[src/verilog/nocFlitPkg.sv]
`default_nettype none

package nocFlitPkg;

  parameter int FlitWidth    = 16;
  parameter int KindWidth    = 3;
  parameter int PayloadWidth = 12;

  // kind field occupies the top bits.
  // bit 12 is reserved and payload is the low bits.
  parameter int KindMsb = FlitWidth - 1;
  parameter int KindLsb = FlitWidth - KindWidth;

  // header code matches the legacy router.
  typedef enum logic [KindWidth-1:0] {
    kindIdle   = 3'd0,
    kindHeader = 3'd1,
    kindBody   = 3'd2,
    kindTail   = 3'd4
  } flitKind_t;

endpackage

`default_nettype wire

[src/verilog/nocArbPkg.sv]
`default_nettype none

package nocArbPkg;

  parameter int NumPorts = 5;

  // port number is also the rotation order.
  typedef enum logic [2:0] {
    portLocal = 3'd0,
    portNorth = 3'd1,
    portEast  = 3'd2,
    portWest  = 3'd3,
    portSouth = 3'd4
  } port_t;

  // each grant state is its port number plus one.
  typedef enum logic [2:0] {
    stIdle   = 3'd0,
    stGrantL = 3'd1,
    stGrantN = 3'd2,
    stGrantE = 3'd3,
    stGrantW = 3'd4,
    stGrantS = 3'd5
  } arbState_t;

endpackage

`default_nettype wire

[src/verilog/inputStage.sv]
`default_nettype none

module inputStage #(
  parameter int LengthWidth = 12
) (
  input  wire                              clk,
  input  wire                              rst,
  input  wire  [nocFlitPkg::FlitWidth-1:0] flitL,
  input  wire  [nocFlitPkg::FlitWidth-1:0] flitN,
  input  wire  [nocFlitPkg::FlitWidth-1:0] flitE,
  input  wire  [nocFlitPkg::FlitWidth-1:0] flitW,
  input  wire  [nocFlitPkg::FlitWidth-1:0] flitS,
  input  wire                              reqL,
  input  wire                              reqN,
  input  wire                              reqE,
  input  wire                              reqW,
  input  wire                              reqS,
  output logic [nocFlitPkg::FlitWidth-1:0] stFlitL,
  output logic [nocFlitPkg::FlitWidth-1:0] stFlitN,
  output logic [nocFlitPkg::FlitWidth-1:0] stFlitE,
  output logic [nocFlitPkg::FlitWidth-1:0] stFlitW,
  output logic [nocFlitPkg::FlitWidth-1:0] stFlitS,
  output logic                             stReqL,
  output logic                             stReqN,
  output logic                             stReqE,
  output logic                             stReqW,
  output logic                             stReqS,
  output logic                             headerSeenL,
  output logic                             headerSeenN,
  output logic                             headerSeenE,
  output logic                             headerSeenW,
  output logic                             headerSeenS,
  output logic [LengthWidth-1:0]           hdrLengthL,
  output logic [LengthWidth-1:0]           hdrLengthN,
  output logic [LengthWidth-1:0]           hdrLengthE,
  output logic [LengthWidth-1:0]           hdrLengthW,
  output logic [LengthWidth-1:0]           hdrLengthS
);

  import nocFlitPkg::*;
  import nocArbPkg::*;

  logic [FlitWidth-1:0]   flitIn [NumPorts];
  logic [NumPorts-1:0]    reqIn;
  flitKind_t              kindIn [NumPorts];
  logic [NumPorts-1:0]    isHeader;
  logic [FlitWidth-1:0]   flitQ [NumPorts];
  logic [NumPorts-1:0]    reqQ;
  logic [NumPorts-1:0]    headerQ;
  logic [LengthWidth-1:0] lengthQ [NumPorts];

  // time limit is taken from the payload field.
  if (LengthWidth > PayloadWidth)
  begin : gLengthCheck
    $error("LengthWidth is wider than the flit payload");
  end

  assign flitIn = '{flitL, flitN, flitE, flitW, flitS};
  assign reqIn  = {reqS, reqW, reqE, reqN, reqL};

  always_comb
  begin
    for (int i = 0; i < NumPorts; i++)
    begin
      kindIn[i]   = flitKind_t'(flitIn[i][KindMsb:KindLsb]);
      isHeader[i] = reqIn[i] && (kindIn[i] == kindHeader);
    end
  end

  always_ff @(posedge clk)
  begin
    if (rst)
    begin
      reqQ    <= '0;
      headerQ <= '0;
    end
    else
    begin
      reqQ    <= reqIn;
      headerQ <= isHeader;
    end
  end

  always_ff @(posedge clk)
  begin
    for (int i = 0; i < NumPorts; i++)
    begin
      flitQ[i] <= flitIn[i];
      if (isHeader[i])
        lengthQ[i] <= flitIn[i][LengthWidth-1:0];
    end
  end

  assign {stReqS, stReqW, stReqE, stReqN, stReqL} = reqQ;
  assign {headerSeenS, headerSeenW, headerSeenE, headerSeenN, headerSeenL} = headerQ;

  assign stFlitL    = flitQ[portLocal];
  assign stFlitN    = flitQ[portNorth];
  assign stFlitE    = flitQ[portEast];
  assign stFlitW    = flitQ[portWest];
  assign stFlitS    = flitQ[portSouth];
  assign hdrLengthL = lengthQ[portLocal];
  assign hdrLengthN = lengthQ[portNorth];
  assign hdrLengthE = lengthQ[portEast];
  assign hdrLengthW = lengthQ[portWest];
  assign hdrLengthS = lengthQ[portSouth];

endmodule

`default_nettype wire

[src/verilog/portTimer.sv]
`default_nettype none

module portTimer #(
  parameter int LengthWidth = 12
) (
  input  wire                   clk,
  input  wire                   rst,
  input  wire                   headerSeen,
  input  wire [LengthWidth-1:0] hdrLength,
  input  wire                   run,
  output logic                  timesUp
);

  logic [LengthWidth-1:0] limit;
  logic [LengthWidth-1:0] count;

  ////////////////////////////////////////////////////////////
  // limit and hold counter
  ////////////////////////////////////////////////////////////

  always_ff @(posedge clk)
  begin
    if (rst)
    begin
      limit <= '0;
      count <= '0;
    end
    else
    begin
      // a new header replaces the limit.
      if (headerSeen)
        limit <= hdrLength;
      // count restarts whenever the port is not being held.
      if (run)
        count <= count + 1'b1;
      else
        count <= '0;
    end
  end

  assign timesUp = (count == limit);

endmodule

`default_nettype wire

[src/verilog/grantArbiter.sv]
`default_nettype none

module grantArbiter (
  input  wire                  clk,
  input  wire                  rst,
  input  wire                  stReqL,
  input  wire                  stReqN,
  input  wire                  stReqE,
  input  wire                  stReqW,
  input  wire                  stReqS,
  input  wire                  timesUpL,
  input  wire                  timesUpN,
  input  wire                  timesUpE,
  input  wire                  timesUpW,
  input  wire                  timesUpS,
  output nocArbPkg::arbState_t nextState,
  output nocArbPkg::port_t     grantPort,
  output logic                 runL,
  output logic                 runN,
  output logic                 runE,
  output logic                 runW,
  output logic                 runS
);

  import nocArbPkg::*;

  arbState_t           state;
  port_t               holder;
  logic                holderValid;
  port_t               nextPort;
  logic [NumPorts-1:0] req;
  logic [NumPorts-1:0] timesUp;
  logic [NumPorts-1:0] run;

  assign req     = {stReqS, stReqW, stReqE, stReqN, stReqL};
  assign timesUp = {timesUpS, timesUpW, timesUpE, timesUpN, timesUpL};

  assign {runS, runW, runE, runN, runL} = run;

  function automatic arbState_t stateFor(input port_t p);
    return arbState_t'(p + 3'd1);
  endfunction

  // current holder from the state code.
  always_comb
  begin
    holderValid = (state != stIdle) && (state <= stGrantS);
    holder      = port_t'(state - 3'd1);
  end

  ////////////////////////////////////////////////////////////
  // next state
  ////////////////////////////////////////////////////////////

  always_comb
  begin
    int idx;
    idx       = 0;
    nextState = stIdle;
    nextPort  = grantPort;
    run       = '0;
    if (!holderValid)
    begin
      // fixed priority out of idle, local first.
      for (int i = NumPorts - 1; i >= 0; i--)
      begin
        if (req[i])
        begin
          nextPort  = port_t'(i);
          nextState = stateFor(port_t'(i));
        end
      end
    end
    else if (req[holder] && !timesUp[holder])
    begin
      run[holder] = 1'b1;
      nextPort    = holder;
      nextState   = state;
    end
    else
    begin
      // rotate from the port after the holder.
      // the holder itself is checked last.
      for (int k = NumPorts; k >= 1; k--)
      begin
        idx = int'(holder) + k;
        if (idx >= NumPorts)
          idx = idx - NumPorts;
        if (req[idx])
        begin
          nextPort  = port_t'(idx);
          nextState = stateFor(port_t'(idx));
        end
      end
    end
  end

  ////////////////////////////////////////////////////////////
  // state and grant registers
  ////////////////////////////////////////////////////////////

  always_ff @(posedge clk)
  begin
    if (rst)
    begin
      state     <= stIdle;
      grantPort <= portLocal;
    end
    else
    begin
      state     <= nextState;
      grantPort <= nextPort;
    end
  end

endmodule

`default_nettype wire

[src/verilog/outputMux.sv]
`default_nettype none

module outputMux (
  input  wire                              clk,
  input  wire                              rst,
  input  wire  nocArbPkg::arbState_t       nextState,
  input  wire  [nocFlitPkg::FlitWidth-1:0] stFlitL,
  input  wire  [nocFlitPkg::FlitWidth-1:0] stFlitN,
  input  wire  [nocFlitPkg::FlitWidth-1:0] stFlitE,
  input  wire  [nocFlitPkg::FlitWidth-1:0] stFlitW,
  input  wire  [nocFlitPkg::FlitWidth-1:0] stFlitS,
  output logic [nocFlitPkg::FlitWidth-1:0] outFlit,
  output logic                             outValid
);

  import nocFlitPkg::*;
  import nocArbPkg::*;

  logic [FlitWidth-1:0] flitIn [NumPorts];
  logic [NumPorts-1:0]  sel;
  logic [FlitWidth-1:0] chosen;

  assign flitIn = '{stFlitL, stFlitN, stFlitE, stFlitW, stFlitS};

  // one-hot select from the grant state.
  // no bit is set in idle so the flit goes to zero.
  always_comb
  begin
    chosen = '0;
    for (int i = 0; i < NumPorts; i++)
    begin
      sel[i] = (nextState == arbState_t'(i + 1));
      chosen = chosen | (flitIn[i] & {FlitWidth{sel[i]}});
    end
  end

  always_ff @(posedge clk)
  begin
    if (rst)
    begin
      outFlit  <= '0;
      outValid <= 1'b0;
    end
    else
    begin
      outFlit  <= chosen;
      outValid <= (nextState != stIdle);
    end
  end

endmodule

`default_nettype wire

[src/verilog/routerOutputPort.sv]
`default_nettype none

module routerOutputPort #(
  parameter int LengthWidth = 12
) (
  input  wire                              clk,
  input  wire                              rst,
  input  wire  [nocFlitPkg::FlitWidth-1:0] flitL,
  input  wire  [nocFlitPkg::FlitWidth-1:0] flitN,
  input  wire  [nocFlitPkg::FlitWidth-1:0] flitE,
  input  wire  [nocFlitPkg::FlitWidth-1:0] flitW,
  input  wire  [nocFlitPkg::FlitWidth-1:0] flitS,
  input  wire                              reqL,
  input  wire                              reqN,
  input  wire                              reqE,
  input  wire                              reqW,
  input  wire                              reqS,
  output logic [nocFlitPkg::FlitWidth-1:0] outFlit,
  output logic                             outValid,
  output nocArbPkg::port_t                 grantPort
);

  import nocFlitPkg::*;
  import nocArbPkg::*;

  wire [FlitWidth-1:0]   stFlitL;
  wire [FlitWidth-1:0]   stFlitN;
  wire [FlitWidth-1:0]   stFlitE;
  wire [FlitWidth-1:0]   stFlitW;
  wire [FlitWidth-1:0]   stFlitS;
  wire [NumPorts-1:0]    stReq;
  wire [NumPorts-1:0]    headerSeen;
  wire [LengthWidth-1:0] hdrLength [NumPorts];
  wire [NumPorts-1:0]    run;
  wire [NumPorts-1:0]    timesUp;
  wire arbState_t        nextState;

  inputStage #(
    .LengthWidth(LengthWidth)
  ) u_inputStage (
    .*,
    .stReqL     (stReq[portLocal]),
    .stReqN     (stReq[portNorth]),
    .stReqE     (stReq[portEast]),
    .stReqW     (stReq[portWest]),
    .stReqS     (stReq[portSouth]),
    .headerSeenL(headerSeen[portLocal]),
    .headerSeenN(headerSeen[portNorth]),
    .headerSeenE(headerSeen[portEast]),
    .headerSeenW(headerSeen[portWest]),
    .headerSeenS(headerSeen[portSouth]),
    .hdrLengthL (hdrLength[portLocal]),
    .hdrLengthN (hdrLength[portNorth]),
    .hdrLengthE (hdrLength[portEast]),
    .hdrLengthW (hdrLength[portWest]),
    .hdrLengthS (hdrLength[portSouth])
  );

  // one hold timer per input port.
  for (genvar i = 0; i < NumPorts; i++)
  begin : gTimer
    portTimer #(
      .LengthWidth(LengthWidth)
    ) u_portTimer (
      .clk       (clk),
      .rst       (rst),
      .headerSeen(headerSeen[i]),
      .hdrLength (hdrLength[i]),
      .run       (run[i]),
      .timesUp   (timesUp[i])
    );
  end

  grantArbiter u_grantArbiter (
    .*,
    .stReqL  (stReq[portLocal]),
    .stReqN  (stReq[portNorth]),
    .stReqE  (stReq[portEast]),
    .stReqW  (stReq[portWest]),
    .stReqS  (stReq[portSouth]),
    .timesUpL(timesUp[portLocal]),
    .timesUpN(timesUp[portNorth]),
    .timesUpE(timesUp[portEast]),
    .timesUpW(timesUp[portWest]),
    .timesUpS(timesUp[portSouth]),
    .runL    (run[portLocal]),
    .runN    (run[portNorth]),
    .runE    (run[portEast]),
    .runW    (run[portWest]),
    .runS    (run[portSouth])
  );

  outputMux u_outputMux (
    .*
  );

endmodule

`default_nettype wire

[config.mk]
export PLATFORM = sky130hd
export DESIGN_NAME = routerOutputPort
export DESIGN_NICKNAME = d
export VERILOG_FILES = /design/src/verilog/nocFlitPkg.sv /design/src/verilog/nocArbPkg.sv /design/src/verilog/inputStage.sv /design/src/verilog/portTimer.sv /design/src/verilog/grantArbiter.sv /design/src/verilog/outputMux.sv /design/src/verilog/routerOutputPort.sv
export SDC_FILE = /design/constraint.sdc
export NUM_CORES = 1
export LEC_CHECK = 0
export ABC_AREA = 1
export BUFFER_PORTS_ARGS = -buffer_cell sky130_fd_sc_hd__clkbuf_2
export CORE_AREA = 2 2 274 141
export DETAILED_ROUTE_END_ITERATION = 8
export DIE_AREA = 0 0 276 143
export HOLD_SLACK_MARGIN = 0.06
export SLEW_MARGIN = 20
export SYNTH_ARGS = -nofsm -noshare
export SYNTH_HDL_FRONTEND = slang
export SYNTH_SLANG_ARGS = --single-unit
[constraint.sdc]
create_clock -name clk -period 5.31 [get_ports clk]
set_input_delay 0.2655 -clock clk [delete_from_list [all_inputs] [get_ports clk]]
set_output_delay 0.2655 -clock clk [all_outputs]
set_load 0.005 [all_outputs]
==> results of run 1 <==
## worst max-delay path: cells and delay by family (launching register included)
| family | cells | cell delay (ns) |
|---|---|---|
| AND/OR/NAND/NOR | 20 | 2.61 |
| adder cells (fa/ha/maj) | 2 | 0.60 |
| buffers and inverters | 4 | 0.59 |
| AO/OA/AOI/OAI | 2 | 0.32 |
| flip-flops | 1 | 0.30 |
## final timing paths
check,depth (start not counted),end,from,slack [ns]
hold / removal,2,u_inputStage.flitQ[0][28],flitN[12],0.34
hold reg to reg,2,gTimer[4].u_portTimer.count[11],gTimer[4].u_portTimer.count[11],0.47
setup / recovery,28,u_outputMux.outFlit[8],u_grantArbiter.state[0],0.84
setup reg to reg,28,u_outputMux.outFlit[8],u_grantArbiter.state[0],0.84
## cells in the mapped netlist, types with 8 or more instances
| cell type | number | area share, % |
|---|---|---|
| nand3_1 | 96 | 4.1 |
| dfxtp_1 | 233 | 40 |
| buf_4 | 9 | 0.58 |
| nand4_1 | 57 | 3.0 |
| edfxtp_1 | 60 | 15 |
| nor3_1 | 25 | 1.1 |
| nor2_1 | 223 | 7.1 |
| xor2_1 | 36 | 2.7 |
| nand2_1 | 165 | 5.3 |
| nor4_1 | 12 | 0.64 |
| o22ai_1 | 8 | 0.43 |
| nor3b_1 | 20 | 1.3 |
| o21ai_1 | 20 | 0.85 |
| inv_1 | 117 | 3.7 |
| xnor2_1 | 19 | 1.4 |
| ha_1 | 14 | 1.5 |
| clkbuf_1 | 23 | 0.74 |
| a21oi_1 | 37 | 1.6 |
| nand2_2 | 15 | 0.80 |
| o21ai_0 | 95 | 4.1 |
## metal layers
metal / global-route usage (%) / up-vias / part of all wire (%)
met1: 26.72 / 4576 / 51
met4: 2.876 / 0 / 1.4
li1: - / 4830 / -
met5: 0 / - / 0
met3: 4.090 / 38 / 8.1
met2: 24.48 / 314 / 40
## logic make-up after synthesis
| group | share of synthesized area (%) |
|---|---|
| AND/OR/NAND/NOR | 24.94 |
| flip-flops | 55.17 |
| AO/OA/AOI/OAI | 8.039 |
| buffers and inverters | 6.245 |
| XOR/XNOR | 4.110 |
| adder cells (fa/ha/maj) | 1.495 |
## timing repair
item	CTS	global route
setup buffers	0	0
hold endpoints to repair	150	0
hold buffers	85	0
## through the flow
stage | util (%) | power, mW | cells
6_report | 39.32 | 8.148 | 2044
3_3_place_gp | 34.46 | 5.957 | 1909
2_1_floorplan | - | 5.177 | 1341
5_1_grt | 39.32 | 8.655 | 2044
3_5_place_dp | 34.46 | 5.956 | 1909
4_1_cts | 39.32 | 8.086 | 2044
## sequential cells by signal, indices dropped and copies added, names as in the netlist
signal,count
u_grantArbiter.state,3
gTimer.u_portTimer.limit,60
u_outputMux.outFlit,16
u_inputStage.lengthQ,60
u_outputMux.outValid,1
gTimer.u_portTimer.count,60
u_inputStage.flitQ,80
u_inputStage.reqQ,5
u_inputStage.headerQ,5
u_grantArbiter.grantPort,3
## layout make-up
cell class              instances  share of cell area (%)
repair buffers                205                   10.24
inverters                     125                   3.250
clock inverters                12                   1.147
multi-input cells             877                   31.19
flip-flops and latches        293                   44.55
clock buffers                  38                   5.362
well taps                     494                   4.259
## power by group through the flow
| stage | Sequential [mW] | Clock, mW | Combinational (mW) |
|---|---|---|---|
| 2_1_floorplan | 2.49 | 0 | 2.68 |
| 3_3_place_gp | 2.53 | 0 | 3.42 |
| 3_5_place_dp | 2.53 | 0 | 3.42 |
| 4_1_cts | 2.48 | 2.12 | 3.48 |
| 5_1_grt | 2.49 | 2.21 | 3.95 |
| 6_report | 2.48 | 2.08 | 3.59 |
==> flow_summary.json, run 1 <==
{
  "insertion_delay_ns": 0.58,
  "num_antenna_cells": 0,
  "wl_per_cell_um": 16.92,
  "numCtsBuffers": 27,
  "multi_input_area_um2": 4527,
  "cts_resized": 0,
  "yosysWarnings": 0,
  "seq_area_um2": 6466,
  "cts_max_path_buffers": 3,
  "initial_utilization_pct": 31.75,
  "grt_pass1_vias": 8962,
  "dp_slack_ns": 0.9322,
  "leakage_nw": 5.951,
  "ys_types": 41,
  "drive_above_1_share_pct": 13.48,
  "cts_tree": "built",
  "power_frac_clock_pct": 25.5,
  "dp_hpwl_um": 26210,
  "avgSynthCellArea_um2": 8.740,
  "mostFrequentLayoutCells": "233 x dfxtp_1, 223 x nor2_1, 165 x nand2_1",
  "swShare_pct": 43.10,
  "cts.reportedPaths.clkPinSlew_ns": 0.06,
  "h-tree-depth": 1,
  "drt-initial-drc-count": 1130,
  "clock-sinks": 293,
  "cap_violations": 0,
  "antenna_found_initial": 0,
  "ys_ff_latch": 293,
  "fin_skew_ns": 0.01845,
  "p_switching_mw": 3.511,
  "path_class": "flop to flop",
  "routed_via_density": 4.774,
  "grt_pass1_wl_um": 52480,
  "fin_nets": 1630,
  "synth_edf_count": 60,
  "area_delta_synth_final_pct": 23.84,
  "place.gp.congestion": 0.9071,
  "syn_inst": 1341,
  "tightest_slew_ns": 1.043,
  "cts-root-buf": "clkbuf_16",
  "core_area_um2": 36910,
  "period_share_pct": 84.27,
  "max_freq_mhz": 223.5,
  "port_buffers": 106,
  "final_max_slew_viol_count": 0,
  "drtAntennaViolNets": 0,
  "arrival_ns": 4.97,
  "dr.pass1.iters": 8,
  "drc": 3,
  "fill_cells": 3721,
  "tns_ns": 0,
  "cp_slowest_cell": "nor2_4",
  "ir_worst_vdd_mv": 0.4403,
  "worstPathRequired_ns": 5.81,
  "violations": "design-rule violations",
  "critPathCaptureType": "flop",
  "slew_headroom_pct": 30.08,
  "async_flop_share_pct": 0,
  "p_comb_share_pct": 44.0,
  "power.density_nw_per_um2": 561.4,
  "vias": 9758,
  "layout_commonest_cell": "dfxtp_1",
  "cp_common_cell": "nand2_1",
  "overflow": 0,
  "critPathMaxFanout": 32,
  "fin_area_um2": 14510,
  "dpl-instance-area_um2": 12720,
  "hp-class": "input port to flop",
  "die_width_um": 276,
  "finalSetupViolations": 0,
  "syn_area_um2": 11720,
  "run_status": "complete, but fails checks",
  "die_y_um": 143,
  "placementRows": 50,
  "syn_nets": 1442,
  "finalHoldViolCount": 0,
  "synthFlopType": "dfxtp_1",
  "grt_max_degree": 49,
  "fin_crit_ns": 4.475,
  "dieArea_um2": 39470,
  "critPathLaunchType": "flop",
  "fin_ws_ns": 0.8355,
  "timing.hold.ws_ns": 0.3376,
  "io_pins": 107,
  "p_int_mw": 4.636,
  "rsz0062_at_grt": "false",
  "yosysSeqAreaShare_pct": 55.17,
  "routed_wl_um": 34590,
  "p_seq_share_pct": 30.5,
  "track_usage_pct": 17.35,
  "slowest_delay_ns": 0.57
}
No activity file was read; power rests on OpenSTA's default activity.
==> run 2: changes to the inputs <==
==> constraint.sdc (replaced) <==
create_clock -name clk -period 4.5 [get_ports clk]
set_input_delay 0.225 -clock clk [delete_from_list [all_inputs] [get_ports clk]]
set_output_delay 0.225 -clock clk [all_outputs]
set_load 0.005 [all_outputs]
==> run 2 against run 1 <==
Net effect:
- the run still ends with design-rule violations left
- worst hold slack worse by 0.016 ns
- die area stayed put
- first-iteration DRC count shrank 6.5%
==> flow_summary.json, run 2 (synthesized netlist as in run 1, its figures left out) <==
{
  "num_antenna_cells": 0,
  "layout_commonest_cell": "dfxtp_1",
  "grt_pass1_vias": 9075,
  "routed_via_density": 4.748,
  "whs_endpoint": "u_inputStage.flitQ[0][76]",
  "final_max_slew_viol_count": 0,
  "initial_utilization_pct": 31.75,
  "slew_headroom_pct": 33.48,
  "hp-class": "input port to flop",
  "cts_max_path_buffers": 3,
  "fin_crit_ns": 4.068,
  "dp_hpwl_um": 26380,
  "ir_worst_vdd_mv": 0.4133,
  "drt-initial-drc-count": 1056,
  "die_width_um": 276,
  "tightest_slew_ns": 0.9923,
  "largest_register_ffs": 80,
  "dieArea_um2": 39470,
  "mostFrequentLayoutCells": "233 x dfxtp_1, 223 x nor2_1, 165 x nand2_1",
  "vias": 9734,
  "fin_nets": 1637,
  "dr.pass1.iters": 7,
  "io_pins": 107,
  "slowest_delay_ns": 0.49,
  "cts_resized": 0,
  "p_switching_mw": 4.208,
  "insertion_delay_ns": 0.56,
  "port_buffers": 106,
  "cts-root-buf": "clkbuf_16",
  "cp_common_cell": "nand2_1",
  "ff2ff_setup_slack_ns": 0.43,
  "p_int_mw": 5.604,
  "max_freq_mhz": 245.8,
  "drc": 3,
  "cap_violations": 0,
  "hp-start": "flitS[12]",
  "p_comb_share_pct": 46.2,
  "antenna_found_initial": 0,
  "run_status": "complete, but fails checks",
  "fin_skew_ns": 0.02235,
  "reg2reg_depth": 26,
  "arrival_ns": 4.54,
  "critPathLaunchType": "flop",
  "critPathCaptureType": "flop",
  "swShare_pct": 42.89,
  "p_seq_share_pct": 29.8,
  "tns_ns": 0,
  "worstPathRequired_ns": 4.98,
  "cts_tree": "built",
  "wl_per_cell_um": 16.99,
  "cp_slowest_cell": "dfxtp_1",
  "clock-sinks": 293,
  "cts.reportedPaths.clkPinSlew_ns": 0.07,
  "routed_wl_um": 34830,
  "drive_above_1_share_pct": 14.01,
  "overflow": 0,
  "violations": "design-rule violations",
  "largest-register": "u_inputStage.flitQ",
  "grt_pass1_wl_um": 52840,
  "rsz0062_at_grt": "false",
  "period_share_pct": 90.40,
  "path_class": "flop to flop",
  "finalHoldViolCount": 0,
  "critPathMaxFanout": 33,
  "numCtsBuffers": 26,
  "leakage_nw": 5.992,
  "r2r-start": "u_grantArbiter.state[1]",
  "area_delta_synth_final_pct": 24.48,
  "hold_depth": 2,
  "power.density_nw_per_um2": 672.6,
  "timing.hold.ws_ns": 0.3219,
  "die_y_um": 143,
  "core_area_um2": 36910,
  "fin_util_pct": 39.53,
  "power_frac_clock_pct": 24.0,
  "h-tree-depth": 1,
  "finalSetupViolations": 0,
  "track_usage_pct": 17.35,
  "timing.rr.end": "u_outputMux.outFlit[4]",
  "drtAntennaViolNets": 0,
  "grt_max_degree": 49,
  "placementRows": 50,
  "place.gp.congestion": 0.9291
}
==> run 2: what timing repair did <==
action | 4_1_cts | 5_1_grt
hold endpoints to repair | 150 | 0
hold buffers | 85 | 0
setup buffers | 0 | 0
==> run 2: worst max-delay path by stage <==
| stage | slack, ns | from | to | cells past startpoint |
|---|---|---|---|---|
| after floorplan | 1.25 | u_grantArbiter.state[0] | u_outputMux.outFlit[10] | 30 |
| after global placement | 0.68 | u_grantArbiter.state[1] | u_outputMux.outFlit[4] | 26 |
| after detailed placement | 0.58 | u_grantArbiter.state[1] | u_outputMux.outFlit[4] | 26 |
| after CTS | 0.56 | u_grantArbiter.state[1] | u_outputMux.outFlit[4] | 26 |
| after global routing | 0.14 | u_grantArbiter.state[1] | u_outputMux.outFlit[4] | 26 |
| final | 0.43 | u_grantArbiter.state[1] | u_outputMux.outFlit[4] | 26 |
==> run 2: worst max-delay path: cells and delay by family, from the launching register on <==
kind	cells	cell delay, ns
DFF	1	0.49
buffers and inverters	4	0.57
adders and majority gates	2	0.50
and+or+nand+nor	17	1.69
AOI/OAI and AO/OA	3	0.72
==> run 2: per-stage QoR <==
stage	std cells	power [mW]	cell area [µm²]	setup slack, ns
3_5_place_dp	1917	7.326	12840	0.5791
4_1_cts	2050	9.739	14590	0.5558
5_1_grt	2050	10.43	14590	0.1438
2_1_floorplan	1341	6.109	11720	1.247
6_report	2050	9.812	14590	0.4319
3_3_place_gp	1917	7.310	12840	0.6765
==> run 2: final cells by class <==
| class | count | area (µm²) |
|---|---|---|
| Clock buffer | 32 | 713.2 |
| Clock inverter | 16 | 183.9 |
| Fill cell | 3738 | 22320 |
| Inverter | 125 | 471.7 |
| Multi-Input combinational cell | 877 | 4527 |
| Sequential cell | 293 | 6466 |
| Tap cell | 494 | 618.1 |
| Timing Repair Buffer | 213 | 1609 |
==> run 2: power by group through the flow <==
stage / logic (mW) / clock network [mW] / registers [mW]
final: 4.53 / 2.35 / 2.93
after global routing: 5.00 / 2.50 / 2.93
after CTS: 4.41 / 2.40 / 2.93
after detailed placement: 4.34 / 0 / 2.99
after global placement: 4.32 / 0 / 2.99
after floorplan: 3.17 / 0 / 2.94
==> run 2: metal layers <==
| layer | part of all wire, % | global-route usage, % | vias to the layer above |
|---|---|---|---|
| li1 | - | - | 4857 |
| met1 | 51 | 26.49 | 4532 |
| met2 | 40 | 24.69 | 303 |
| met3 | 7.5 | 4.090 | 42 |
| met4 | 1.4 | 3.077 | 0 |
| met5 | 0 | 0 | - |
